`config.mk`:
```
export PLATFORM = sky130hd
export DESIGN_NAME = ecc_mem_top
export DESIGN_NICKNAME = d
export VERILOG_FILES = /design/src/design/ecc_mem_pkg.sv /design/src/design/secded_39_32_enc.sv /design/src/design/secded_39_32_dec.sv /design/src/design/hci_ecc_bridge.sv /design/src/design/ecc_sram_bank.sv /design/src/design/ecc_mem_top.sv
export SDC_FILE = /design/constraint.sdc
export NUM_CORES = 2
export LEC_CHECK = 0
export ABC_AREA = 1
export BUFFER_PORTS_ARGS = -buffer_cell sky130_fd_sc_hd__buf_2
export CORE_MARGIN = 2
export CORE_UTILIZATION = 45
export CTS_BUF_LIST = sky130_fd_sc_hd__clkbuf_4 sky130_fd_sc_hd__clkbuf_8
export DETAILED_ROUTE_END_ITERATION = 16
export MAX_ROUTING_LAYER = met4
export PLACE_DENSITY = 0.69
export SLEW_MARGIN = 20
export SYNTH_ARGS = -nofsm -noshare
export SYNTH_HDL_FRONTEND = slang
export SYNTH_SLANG_ARGS = --single-unit
export TNS_END_PERCENT = 50
```
`constraint.sdc`:
```
create_clock -name clk_i -period 6.45 [get_ports clk_i]
set_input_delay 0.645 -clock clk_i [delete_from_list [all_inputs] [get_ports clk_i]]
set_output_delay 0.645 -clock clk_i [all_outputs]
set_load 0.03 [all_outputs]
```
`src/design/ecc_mem_pkg.sv`:
```
// ECC memory shared definitions
`default_nettype none

package ecc_mem_pkg;

  // data word and SECDED codeword geometry
  localparam int unsigned DATA_W = 32;
  localparam int unsigned ECC_W  = 7;
  localparam int unsigned CODE_W = DATA_W + ECC_W;

  // hsiao check matrix, one row per check bit
  // every data column has weight three, 32 of the 35 such patterns
  // check bit columns are the unit vectors, so no data column aliases them
  localparam logic [DATA_W-1:0] PARITY_MASK [ECC_W] = '{
    32'h0000_7FFF,
    32'h01FF_801F,
    32'h7E07_81E1,
    32'h8E38_8E22,
    32'hB2C9_3244,
    32'hD552_5488,
    32'h69A4_6910
  };

  // decoder verdict, code 2'b11 is never produced
  typedef enum logic [1:0] {
    ERR_NONE   = 2'b00,
    ERR_SINGLE = 2'b01,
    ERR_DOUBLE = 2'b10
  } ecc_err_e;

endpackage

`default_nettype wire

```
`src/design/secded_39_32_enc.sv`:
```
// SECDED 39/32 encoder
`timescale 1ns/1ps
`default_nettype none

module secded_39_32_enc (
  input  logic [ecc_mem_pkg::DATA_W-1:0] data_i,
  output logic [ecc_mem_pkg::CODE_W-1:0] code_o
);

  import ecc_mem_pkg::*;

  logic [ECC_W-1:0] check;

  // each check bit is the parity over its row of the matrix
  always_comb begin
    for (int j = 0; j < ECC_W; j++) begin
      check[j] = ^(data_i & PARITY_MASK[j]);
    end
  end

  // systematic code, data keeps its position in the low bits
  // check bits ride above it
  assign code_o = {check, data_i};

endmodule

`default_nettype wire

```
`src/design/secded_39_32_dec.sv`:
```
// SECDED 39/32 decoder
`timescale 1ns/1ps
`default_nettype none

module secded_39_32_dec (
  input  logic [ecc_mem_pkg::CODE_W-1:0] code_i,
  output logic [ecc_mem_pkg::DATA_W-1:0] data_o,
  output logic [ecc_mem_pkg::ECC_W-1:0]  syndrome_o,
  output ecc_mem_pkg::ecc_err_e          err_o
);

  import ecc_mem_pkg::*;

  logic [DATA_W-1:0] rx_data;
  logic [ECC_W-1:0]  rx_check;
  logic [ECC_W-1:0]  syndrome;
  logic [DATA_W-1:0] flip;
  logic              odd_weight;

  // split the received word
  assign rx_data  = code_i[DATA_W-1:0];
  assign rx_check = code_i[CODE_W-1:DATA_W];

  // recomputed parity against the stored check bits
  always_comb begin
    for (int j = 0; j < ECC_W; j++) begin
      syndrome[j] = (^(rx_data & PARITY_MASK[j])) ^ rx_check[j];
    end
  end

  // hsiao columns are odd, so a lone flip gives an odd syndrome
  assign odd_weight = ^syndrome;

  // locate the data column equal to the syndrome
  always_comb begin
    logic [ECC_W-1:0] col;
    col = '0;
    for (int i = 0; i < DATA_W; i++) begin
      for (int j = 0; j < ECC_W; j++) begin
        col[j] = PARITY_MASK[j][i];
      end
      flip[i] = (col == syndrome);
    end
  end

  // only correct on a single error
  // a check bit hit matches no column and leaves data alone
  assign data_o     = odd_weight ? (rx_data ^ flip) : rx_data;
  assign syndrome_o = syndrome;

  // error class and a sanity check on the column match
  always_comb begin
    if (syndrome == '0) begin
      err_o = ERR_NONE;
    end else if (odd_weight) begin
      err_o = ERR_SINGLE;
    end else begin
      err_o = ERR_DOUBLE;
    end
    // distinct columns mean at most one data bit is ever flipped
    assert ($onehot0(flip) && (err_o != ecc_err_e'(2'b11)))
      else $error("decoder: flip=%h err=%h", flip, err_o);
  end

endmodule

`default_nettype wire

```
`src/design/hci_ecc_bridge.sv`:
```
// HCI ECC bridge
`timescale 1ns/1ps
`default_nettype none

module hci_ecc_bridge #(
  parameter int unsigned UW = 4,
  parameter int unsigned AW = 6
) (
  input  logic                                  clk_i,
  input  logic                                  rst_i,
  // initiator side
  input  logic                                  req_i,
  output logic                                  gnt_o,
  input  logic [AW-1:0]                         add_i,
  input  logic                                  wen_i,
  input  logic [ecc_mem_pkg::DATA_W-1:0]        data_i,
  input  logic [UW-1:0]                         user_i,
  output logic [ecc_mem_pkg::DATA_W-1:0]        r_data_o,
  output logic [UW-1:0]                         r_user_o,
  output logic                                  r_valid_o,
  output logic [ecc_mem_pkg::ECC_W-1:0]         syndrome_o,
  output ecc_mem_pkg::ecc_err_e                 err_o,
  // memory side, user widened by the check bits
  output logic                                  mem_req_o,
  input  logic                                  mem_gnt_i,
  output logic [AW-1:0]                         mem_add_o,
  output logic                                  mem_wen_o,
  output logic [ecc_mem_pkg::DATA_W-1:0]        mem_data_o,
  output logic [UW+ecc_mem_pkg::ECC_W-1:0]      mem_user_o,
  input  logic [ecc_mem_pkg::DATA_W-1:0]        mem_r_data_i,
  input  logic [UW+ecc_mem_pkg::ECC_W-1:0]      mem_r_user_i,
  input  logic                                  mem_r_valid_i
);

  import ecc_mem_pkg::*;

  localparam int unsigned USER_W = UW + ECC_W;

  logic [CODE_W-1:0] wr_code;
  logic [CODE_W-1:0] rd_code;
  logic              rd_pending_q;

  // handshake and address go straight across
  assign mem_req_o = req_i;
  assign gnt_o     = mem_gnt_i;
  assign mem_add_o = add_i;
  assign mem_wen_o = wen_i;
  assign r_valid_o = mem_r_valid_i;

  // write side, check bits sit above the user bits
  secded_39_32_enc i_enc (
    .data_i ( data_i  ),
    .code_o ( wr_code )
  );

  assign mem_data_o = wr_code[DATA_W-1:0];

  // read side, codeword rebuilt from upper user bits and data
  assign rd_code = {mem_r_user_i[USER_W-1:UW], mem_r_data_i};

  secded_39_32_dec i_dec (
    .code_i     ( rd_code    ),
    .data_o     ( r_data_o   ),
    .syndrome_o ( syndrome_o ),
    .err_o      ( err_o      )
  );

  if (UW > 0) begin : gen_user
    assign mem_user_o = {wr_code[CODE_W-1:DATA_W], user_i};
    assign r_user_o   = mem_r_user_i[UW-1:0];
  end else begin : gen_no_user
    assign mem_user_o = wr_code[CODE_W-1:DATA_W];
    assign r_user_o   = '0;
  end

  // remembers a read granted last cycle
  always_ff @(posedge clk_i) begin
    if (rst_i) begin
      rd_pending_q <= 1'b0;
    end else begin
      rd_pending_q <= req_i & gnt_o & wen_i;
    end
  end

  // the bank answers every granted read one cycle on, and nothing else
  assert property (@(posedge clk_i) disable iff (rst_i) r_valid_o == rd_pending_q)
    else $error("bridge: r_valid=%b pending=%b", r_valid_o, rd_pending_q);

endmodule

`default_nettype wire

```
`src/design/ecc_sram_bank.sv`:
```
// ECC SRAM bank
`timescale 1ns/1ps
`default_nettype none

module ecc_sram_bank #(
  parameter int unsigned UW = 4,
  parameter int unsigned AW = 6
) (
  input  logic                             clk_i,
  input  logic                             rst_i,
  // target port
  input  logic                             req_i,
  output logic                             gnt_o,
  input  logic [AW-1:0]                    add_i,
  input  logic                             wen_i,
  input  logic [ecc_mem_pkg::DATA_W-1:0]   data_i,
  input  logic [UW+ecc_mem_pkg::ECC_W-1:0] user_i,
  // fault injection, xored into stored codeword
  input  logic [ecc_mem_pkg::CODE_W-1:0]   inject_mask_i,
  // read response
  output logic [ecc_mem_pkg::DATA_W-1:0]   r_data_o,
  output logic [UW+ecc_mem_pkg::ECC_W-1:0] r_user_o,
  output logic                             r_valid_o
);

  import ecc_mem_pkg::*;

  localparam int unsigned USER_W = UW + ECC_W;
  localparam int unsigned DEPTH  = 2 ** AW;

  logic [DATA_W-1:0] data_mem [DEPTH];
  logic [USER_W-1:0] user_mem [DEPTH];

  logic              wr_en;
  logic              rd_en;
  logic [USER_W-1:0] inj_user;
  logic [DATA_W-1:0] r_data_q;
  logic [USER_W-1:0] r_user_q;
  logic              r_valid_q;

  // no arbitration here, only reset holds off a request
  assign gnt_o = req_i & ~rst_i;

  // hci polarity, wen high is a read
  assign wr_en = req_i & gnt_o & ~wen_i;
  assign rd_en = req_i & gnt_o & wen_i;

  // the check part of the mask lines up with the top of the user field
  // the lower user bits are never disturbed
  assign inj_user = USER_W'(inject_mask_i[CODE_W-1:DATA_W]) << UW;

  // storage, full words only
  always_ff @(posedge clk_i) begin
    if (wr_en) begin
      data_mem[add_i] <= data_i ^ inject_mask_i[DATA_W-1:0];
      user_mem[add_i] <= user_i ^ inj_user;
    end
  end

  // read payload registered on the grant edge
  always_ff @(posedge clk_i) begin
    if (rd_en) begin
      r_data_q <= data_mem[add_i];
      r_user_q <= user_mem[add_i];
    end
  end

  // one-cycle response strobe
  always_ff @(posedge clk_i) begin
    if (rst_i) begin
      r_valid_q <= 1'b0;
    end else begin
      r_valid_q <= rd_en;
    end
  end

  assign r_data_o  = r_data_q;
  assign r_user_o  = r_user_q;
  assign r_valid_o = r_valid_q;

  // an X address would corrupt or read an undefined word
  assert property (@(posedge clk_i) disable iff (rst_i) req_i |-> !$isunknown(add_i))
    else $error("bank: unknown add=%h with req", add_i);

endmodule

`default_nettype wire

```
`src/design/ecc_mem_top.sv`:
```
// ECC memory top level
`timescale 1ns/1ps
`default_nettype none

module ecc_mem_top #(
  parameter int unsigned UW = 4,
  parameter int unsigned AW = 6
) (
  input  logic                           clk_i,
  input  logic                           rst_i,
  // initiator port
  input  logic                           req_i,
  output logic                           gnt_o,
  input  logic [AW-1:0]                  add_i,
  input  logic                           wen_i,
  input  logic [ecc_mem_pkg::DATA_W-1:0] data_i,
  input  logic [UW-1:0]                  user_i,
  output logic [ecc_mem_pkg::DATA_W-1:0] r_data_o,
  output logic [UW-1:0]                  r_user_o,
  output logic                           r_valid_o,
  output logic [ecc_mem_pkg::ECC_W-1:0]  syndrome_o,
  output ecc_mem_pkg::ecc_err_e          err_o,
  // fault injection into the bank
  input  logic [ecc_mem_pkg::CODE_W-1:0] inject_mask_i
);

  import ecc_mem_pkg::*;

  // bridge to bank
  logic                 mem_req;
  logic                 mem_gnt;
  logic [AW-1:0]        mem_add;
  logic                 mem_wen;
  logic [DATA_W-1:0]    mem_data;
  logic [UW+ECC_W-1:0]  mem_user;
  logic [DATA_W-1:0]    mem_r_data;
  logic [UW+ECC_W-1:0]  mem_r_user;
  logic                 mem_r_valid;

  hci_ecc_bridge #(
    .UW ( UW ),
    .AW ( AW )
  ) i_bridge (
    .clk_i         ( clk_i       ),
    .rst_i         ( rst_i       ),
    .req_i         ( req_i       ),
    .gnt_o         ( gnt_o       ),
    .add_i         ( add_i       ),
    .wen_i         ( wen_i       ),
    .data_i        ( data_i      ),
    .user_i        ( user_i      ),
    .r_data_o      ( r_data_o    ),
    .r_user_o      ( r_user_o    ),
    .r_valid_o     ( r_valid_o   ),
    .syndrome_o    ( syndrome_o  ),
    .err_o         ( err_o       ),
    .mem_req_o     ( mem_req     ),
    .mem_gnt_i     ( mem_gnt     ),
    .mem_add_o     ( mem_add     ),
    .mem_wen_o     ( mem_wen     ),
    .mem_data_o    ( mem_data    ),
    .mem_user_o    ( mem_user    ),
    .mem_r_data_i  ( mem_r_data  ),
    .mem_r_user_i  ( mem_r_user  ),
    .mem_r_valid_i ( mem_r_valid )
  );

  ecc_sram_bank #(
    .UW ( UW ),
    .AW ( AW )
  ) i_bank (
    .clk_i         ( clk_i         ),
    .rst_i         ( rst_i         ),
    .req_i         ( mem_req       ),
    .gnt_o         ( mem_gnt       ),
    .add_i         ( mem_add       ),
    .wen_i         ( mem_wen       ),
    .data_i        ( mem_data      ),
    .user_i        ( mem_user      ),
    .inject_mask_i ( inject_mask_i ),
    .r_data_o      ( mem_r_data    ),
    .r_user_o      ( mem_r_user    ),
    .r_valid_o     ( mem_r_valid   )
  );

endmodule

`default_nettype wire

```
Word-level counts from Yosys, hierarchy flattened

Memories as Yosys holds them, arrays and structs flattened. A register that Yosys moved wholly into a read port is not among the register bits.
Index checks and enable logic that the tools add are counted.

Register bits after elaboration: 1
RAM bits: 2752
Bits of input ports: 85
Output and inout bits: 47
Logic and storage cells: 72
Memories: 2

Memories:

| memory          | depth | bits a word | rd ports | clocked after memory_dff | wr ports | line                | source |
|---|---|---|---|---|---|---|---|
| i_bank.data_mem | 64    | 32          | 1        | 1                        | 1        | ecc_sram_bank.sv:31 | `logic [DATA_W-1:0] data_mem [DEPTH];` |
| i_bank.user_mem | 64    | 11          | 1        | 1                        | 1        | ecc_sram_bank.sv:32 | `logic [USER_W-1:0] user_mem [DEPTH];` |

Eq/ne operators: 32
Mux-type cells: 5
Bitwise operators: 16
Reductions and logical operators: 16

Operators with widths:

| cell                                                | number |
|---|---|
| parity 32 bit                                       | 14 |
| equality test 7 bit (first input constant)          | 12 |
| equality test 6 x 7 -> 1 bit (first input constant) | 10 |
| XOR 32 bit                                          | 2 |
| equality test 5 x 7 -> 1 bit (first input constant) | 6 |
| two-way mux 32 bit                                  | 1 |
| equality test 4 x 7 -> 1 bit (first input constant) | 3 |
| XOR 11 bit                                          | 1 |
| equality test 3 x 7 -> 1 bit (first input constant) | 1 |
| zero test 7 bit                                     | 1 |
| parity 7 bit                                        | 1 |
| XOR 1 bit                                           | 7 |
| AND 1 bit                                           | 4 |
| two-way mux 2 bit                                   | 2 |
| two-way mux 1 bit                                   | 2 |
| NOT 1 bit                                           | 2 |

Logic depth before layout (Yosys ltp)

Depth in word-level cells: 6
Mapped depth: 20
Gate-level depth less buffers: 19

Modules after synthesis

Synthesis repeated with hierarchy kept, for this count alone.

Cell total of the unflattened synthesis: 12322
Area total of the unflattened synthesis: 122263.5 um^2

Modules (own cells, without submodules):

| module           | times used | cells each | area an instance (um^2) | seq. area each (um^2) |
|---|---|---|---|---|
| ecc_sram_bank    | 1          | 11358      | 117503.9                | 83950.5 |
| secded_39_32_dec | 1          | 649        | 3109.2                  | 0.0 |
| secded_39_32_enc | 1          | 297        | 1515.2                  | 0.0 |
| hci_ecc_bridge   | 1          | 18         | 135.1                   | 0.0 |

Worst setup path after synthesis

OpenSTA, ideal clock, no wires.

Path type: input port to flip-flop
Start point: input req_i
End point: register i_bank.r_data_q[0] (netlist: i_bank.r_data_o[0]), read port of i_bank.data_mem, enable pin
Library setup time: 506 ps
Arrival time: 3873 ps
Required time: 5944 ps
Path slack: 2070 ps
Cell stages on the path: 2
Path buffers: 0
Path through: inv_1 -> nor3b_1

Word-level cells in the longest chain between the ends: 3

Ends and longest elaborated chain:

| what                     | line                | source |
|---|---|---|
| start, declared          | ecc_mem_top.sv:12   | `input logic req_i,` |
| AND 1 bit                | ecc_sram_bank.sv:42 | `assign gnt_o = req_i & ~rst_i;` |
| AND 1 bit * (2 in a row) | ecc_sram_bank.sv:46 | `assign rd_en = req_i & gnt_o & wen_i;` |
| named net i_bank.rd_en   | ecc_sram_bank.sv:35 | `logic rd_en;` |
| end, declared            | ecc_sram_bank.sv:37 | `logic [DATA_W-1:0] r_data_q;` |

The timed path passes the listed nets; every way through them passes the cells marked *.
A chain may end at the register's enable or synchronous reset.

Worst setup path after layout

Start point: register i_bank.r_data_q[12] (netlist: i_bank.r_data_o[12]), read port of i_bank.data_mem
End point: output r_data_o[16] (netlist bit)

Word-level cells in the longest chain between the ends: 5
Elaborated cells between the ends (all ways): 10
Those cells by class: eq/ne: 1; mux: 1; bitwise: 4; reduce/logical: 4

Ends and longest elaborated chain:

| what                         | line                   | source |
|---|---|---|
| parity 32 bit                | secded_39_32_dec.sv:27 | `syndrome[j] = (^(rx_data & PARITY_MASK[j])) ^ rx_check[j];` |
| XOR 1 bit                    | secded_39_32_dec.sv:27 |  |
| equality test 5 x 7 -> 1 bit | secded_39_32_dec.sv:42 | `flip[i] = (col == syndrome);` |
| XOR 32 bit                   | secded_39_32_dec.sv:48 | `assign data_o = odd_weight ? (rx_data ^ flip) : rx_data;` |
| two-way mux 32 bit *         | secded_39_32_dec.sv:48 |  |
| end, declared                | ecc_mem_top.sv:18      | `output logic [ecc_mem_pkg::DATA_W-1:0] r_data_o,` |

Every way passes the cells marked *; elsewhere a longest branch is shown, timed or not.

==> reports/qor.yml <==
status: "complete, no violations"
rrSetupSlack_ns: 3.93
r2r-start: "i_bank.data_mem[43][31]$_DFFE_PP_"
cts.sink_count: 2796
overflow: 0
cp.required_ns: 5.80
cts_buffer_depth: 4
r2r_cells: 5
finalHoldViolations: 0
cp.arrival_ns: 4.41
num_rows: 178
hp-class: "primary input to register"
synth_edf_count: 2795
avgSynthCellArea_sq_um: 14.9
period_needed_ns: 5.06
holdPathEnd: "i_bank.user_mem[26][1]$_DFFE_PP_"
synthFlopType: "edfxtp_1"
fin_nets: 7608
drc_errors: 0
crit_type: "register to primary output"
grt_pass1_wl_um: 437000
cts_tree: "built"
peakVddDrop_uv: 267
cts_max_level: 5
synth.largest_area_cell: "edfxtp_1"
cts_setup_buffers: 0
maxCapViolCount: 0
worst_pin_slew_ns: 1.08
power_density_nw_per_um2: 320
via_per_inst: 5.93
grt_max_degree: 123
hpwl_um: 169000
synth.area.top_cells: "edfxtp_1 79%, nand2_1 6.6%, a22oi_1 2.8%"
relSlewSlack: 0.279
first_pass_iters: 9
timing.final.crit_share: 0.784
synth_top_area_frac: 0.790
antenna_found_initial: 15
syn2layout_area_growth_pct: 13.4
die_area_sq_um: 240000
initial_core_util: 0.452
postPlaceCellArea_sq_um: 112000
crit_fanout: 12
drive_gt1_frac: 0.145
synthCells: 7125
cts_root_buf: "clkbuf_8"
finalClockSkew_ns: 0.0836
worstPathBufferInverterCount: 3
leakage_uw: 0.0398
num_io_pins: 132
routedWlPerCell_um: 27.7
nFillCells: 18967
syn_nets: 7214
die_y_um: 490
regArea_sq_um: 84000
min_from: "user_i[1]"
multi_input_area_sq_um: 21200
fin_area_sq_um: 120000
slowest_stage: "edfxtp_1"
core_sq_um: 235000
ys_warn_count: 0
cpPeakStageDelay_ns: 0.73
clk_pin_slew_ns: 0.06
routed_wl_um: 304000
async_flop_share: 0
r2r-end: "i_bank.r_data_o[31]$_DFFE_PP_"
gp_congestion: 0.883
ys_types: 44
setup_viol: 0
fmax_ghz: 0.198
drt_iter0_markers: 9210
grt_pass1_vias: 63747
cp-startpoint: "i_bank.r_data_o[12]$_DFFE_PP_"
hold_depth: 1
start_kind: "register"
netlist_area_sq_um: 106000
port_buffers: 131
slew_viol_final: 0
critPathTopFamily: "simple AND/OR/NAND/NOR gates"
crit_top_cell: "nand2_1"
vias: 65186
path_cells: "inv_1, nand2_1, nand2_1, nand2_1, nand2_1, nand2_1, nand2_1, inv_1, nand3_1, nand2_2, nand3_2, nor2_1, nand3_1, nand2_1, nand3_1, nand2_1, buf_2"
worstSetupEndpointType: "primary output"
antenna_left: 0
clk_latency_ns: 1.13
grt_use_total: 0.255
seq_area_frac_synth: 0.790
die_x_um: 490
setup_tns_ns: 0
rsz0062_at_grt: "no"
numCtsBuffers: 437
ys_ff_latch: 2796
per-layer routing:
metal	wire [um]	GRT usage	part of all wire	vias up
met3	42000	0.0685	0.14	524
met1	116000	0.345	0.38	32376
met4	7160	0.0690	0.024	0
met2	139000	0.382	0.46	4532
met5	0	-	0	-
li1	-	-	-	27754
what timing repair did:
action | in CTS | in global routing
hold endpoints to repair | 1 | 0
gates resized for setup | 0 | 0
hold buffers | 2 | 0
cell usage in the layout (no fill, tap or decap), types with 36 or more instances in the layout:
cell / count
inv_1: 203
buf_4: 164
buf_2: 128
xnor2_1: 68
nand2_1: 1877
edfxtp_1: 2795
nor2_4: 65
nand4_1: 349
xor2_1: 43
a22oi_1: 391
o21ai_0: 91
a221oi_1: 270
clkinv_1: 110
nand3_1: 181
clkbuf_4: 161
clkbuf_8: 440
a21oi_1: 48
a22o_1: 109
xor2_4: 36
nor2_1: 74
cells by family after synthesis:
logic type / Yosys count / synth area share
adder cells (fa/ha/maj): 4 / 0.000471
XOR/XNOR: 152 / 0.0127
AND/OR/NAND/NOR: 2634 / 0.106
AO/OA/AOI/OAI: 946 / 0.0683
flip-flops: 2796 / 0.790
buffers and inverters: 593 / 0.0225
cell type report:
class | count | share of cell area
Timing Repair Buffer | 318 | 0.0198
Clock inverter | 149 | 0.00688
Clock buffer | 601 | 0.0603
Tap cell | 3150 | 0.0327
Multi-Input combinational cell | 3736 | 0.176
Sequential cell | 2796 | 0.697
Antenna cell | 9 | 0.000187
Inverter | 230 | 0.00767
registers in the layout (all words and copies together), names as in the netlist:
name and flops:
i_bank.data_mem 2048, i_bank.user_mem 704, i_bank.r_user_o 11, i_bank.r_data_o 32, i_bank.r_valid_o 1
how the worst max path moves through the flow:
stage,slack (ns),depth (start not counted),to
after global placement,2.27,7,i_bank.data_mem[30][4]$_DFFE_PP_
after floorplan,2.07,2,i_bank.r_data_o[0]$_DFFE_PP_
after CTS,1.34,14,r_data_o[26]
final,1.39,17,r_data_o[16]
after global routing,1.16,17,r_data_o[6]
after detailed placement,2.28,7,i_bank.data_mem[34][17]$_DFFE_PP_
cell usage after synthesis (all sizes together) (7+ instances only):
cell type  instances
xnor2             72
o31ai              7
a21oi             50
o2111ai            7
nor2             140
clkinv             7
edfxtp          2795
xor2              80
nand3            190
and3              31
inv              223
nor3              10
a221oi           270
a22o             109
nand4            349
o2bb2ai           10
or2                7
o21ai             91
clkbuf           217
buf              146
nand2           1900
a22oi            391
power breakdown:
group	leakage, uW	internal [uW]	switching, uW	total (uW)
logic	0.0104	703	2720	3420
clock network	0.00431	7500	6650	14100
registers	0.0252	21000	34.8	21000
through the flow:
step,util,hold WS (ns),total power (uW),std cells,setup WS (ns)
after floorplan,-,0.600,23300,7125,2.07
after global placement,0.478,0.651,24600,10227,2.27
after global routing,0.513,0.114,39600,10986,1.16
after detailed placement,0.478,0.664,24700,10228,2.28
final,0.513,0.146,38600,10989,1.39
after CTS,0.513,0.0570,38600,10980,1.34
(Power assumes the default switching activity.)
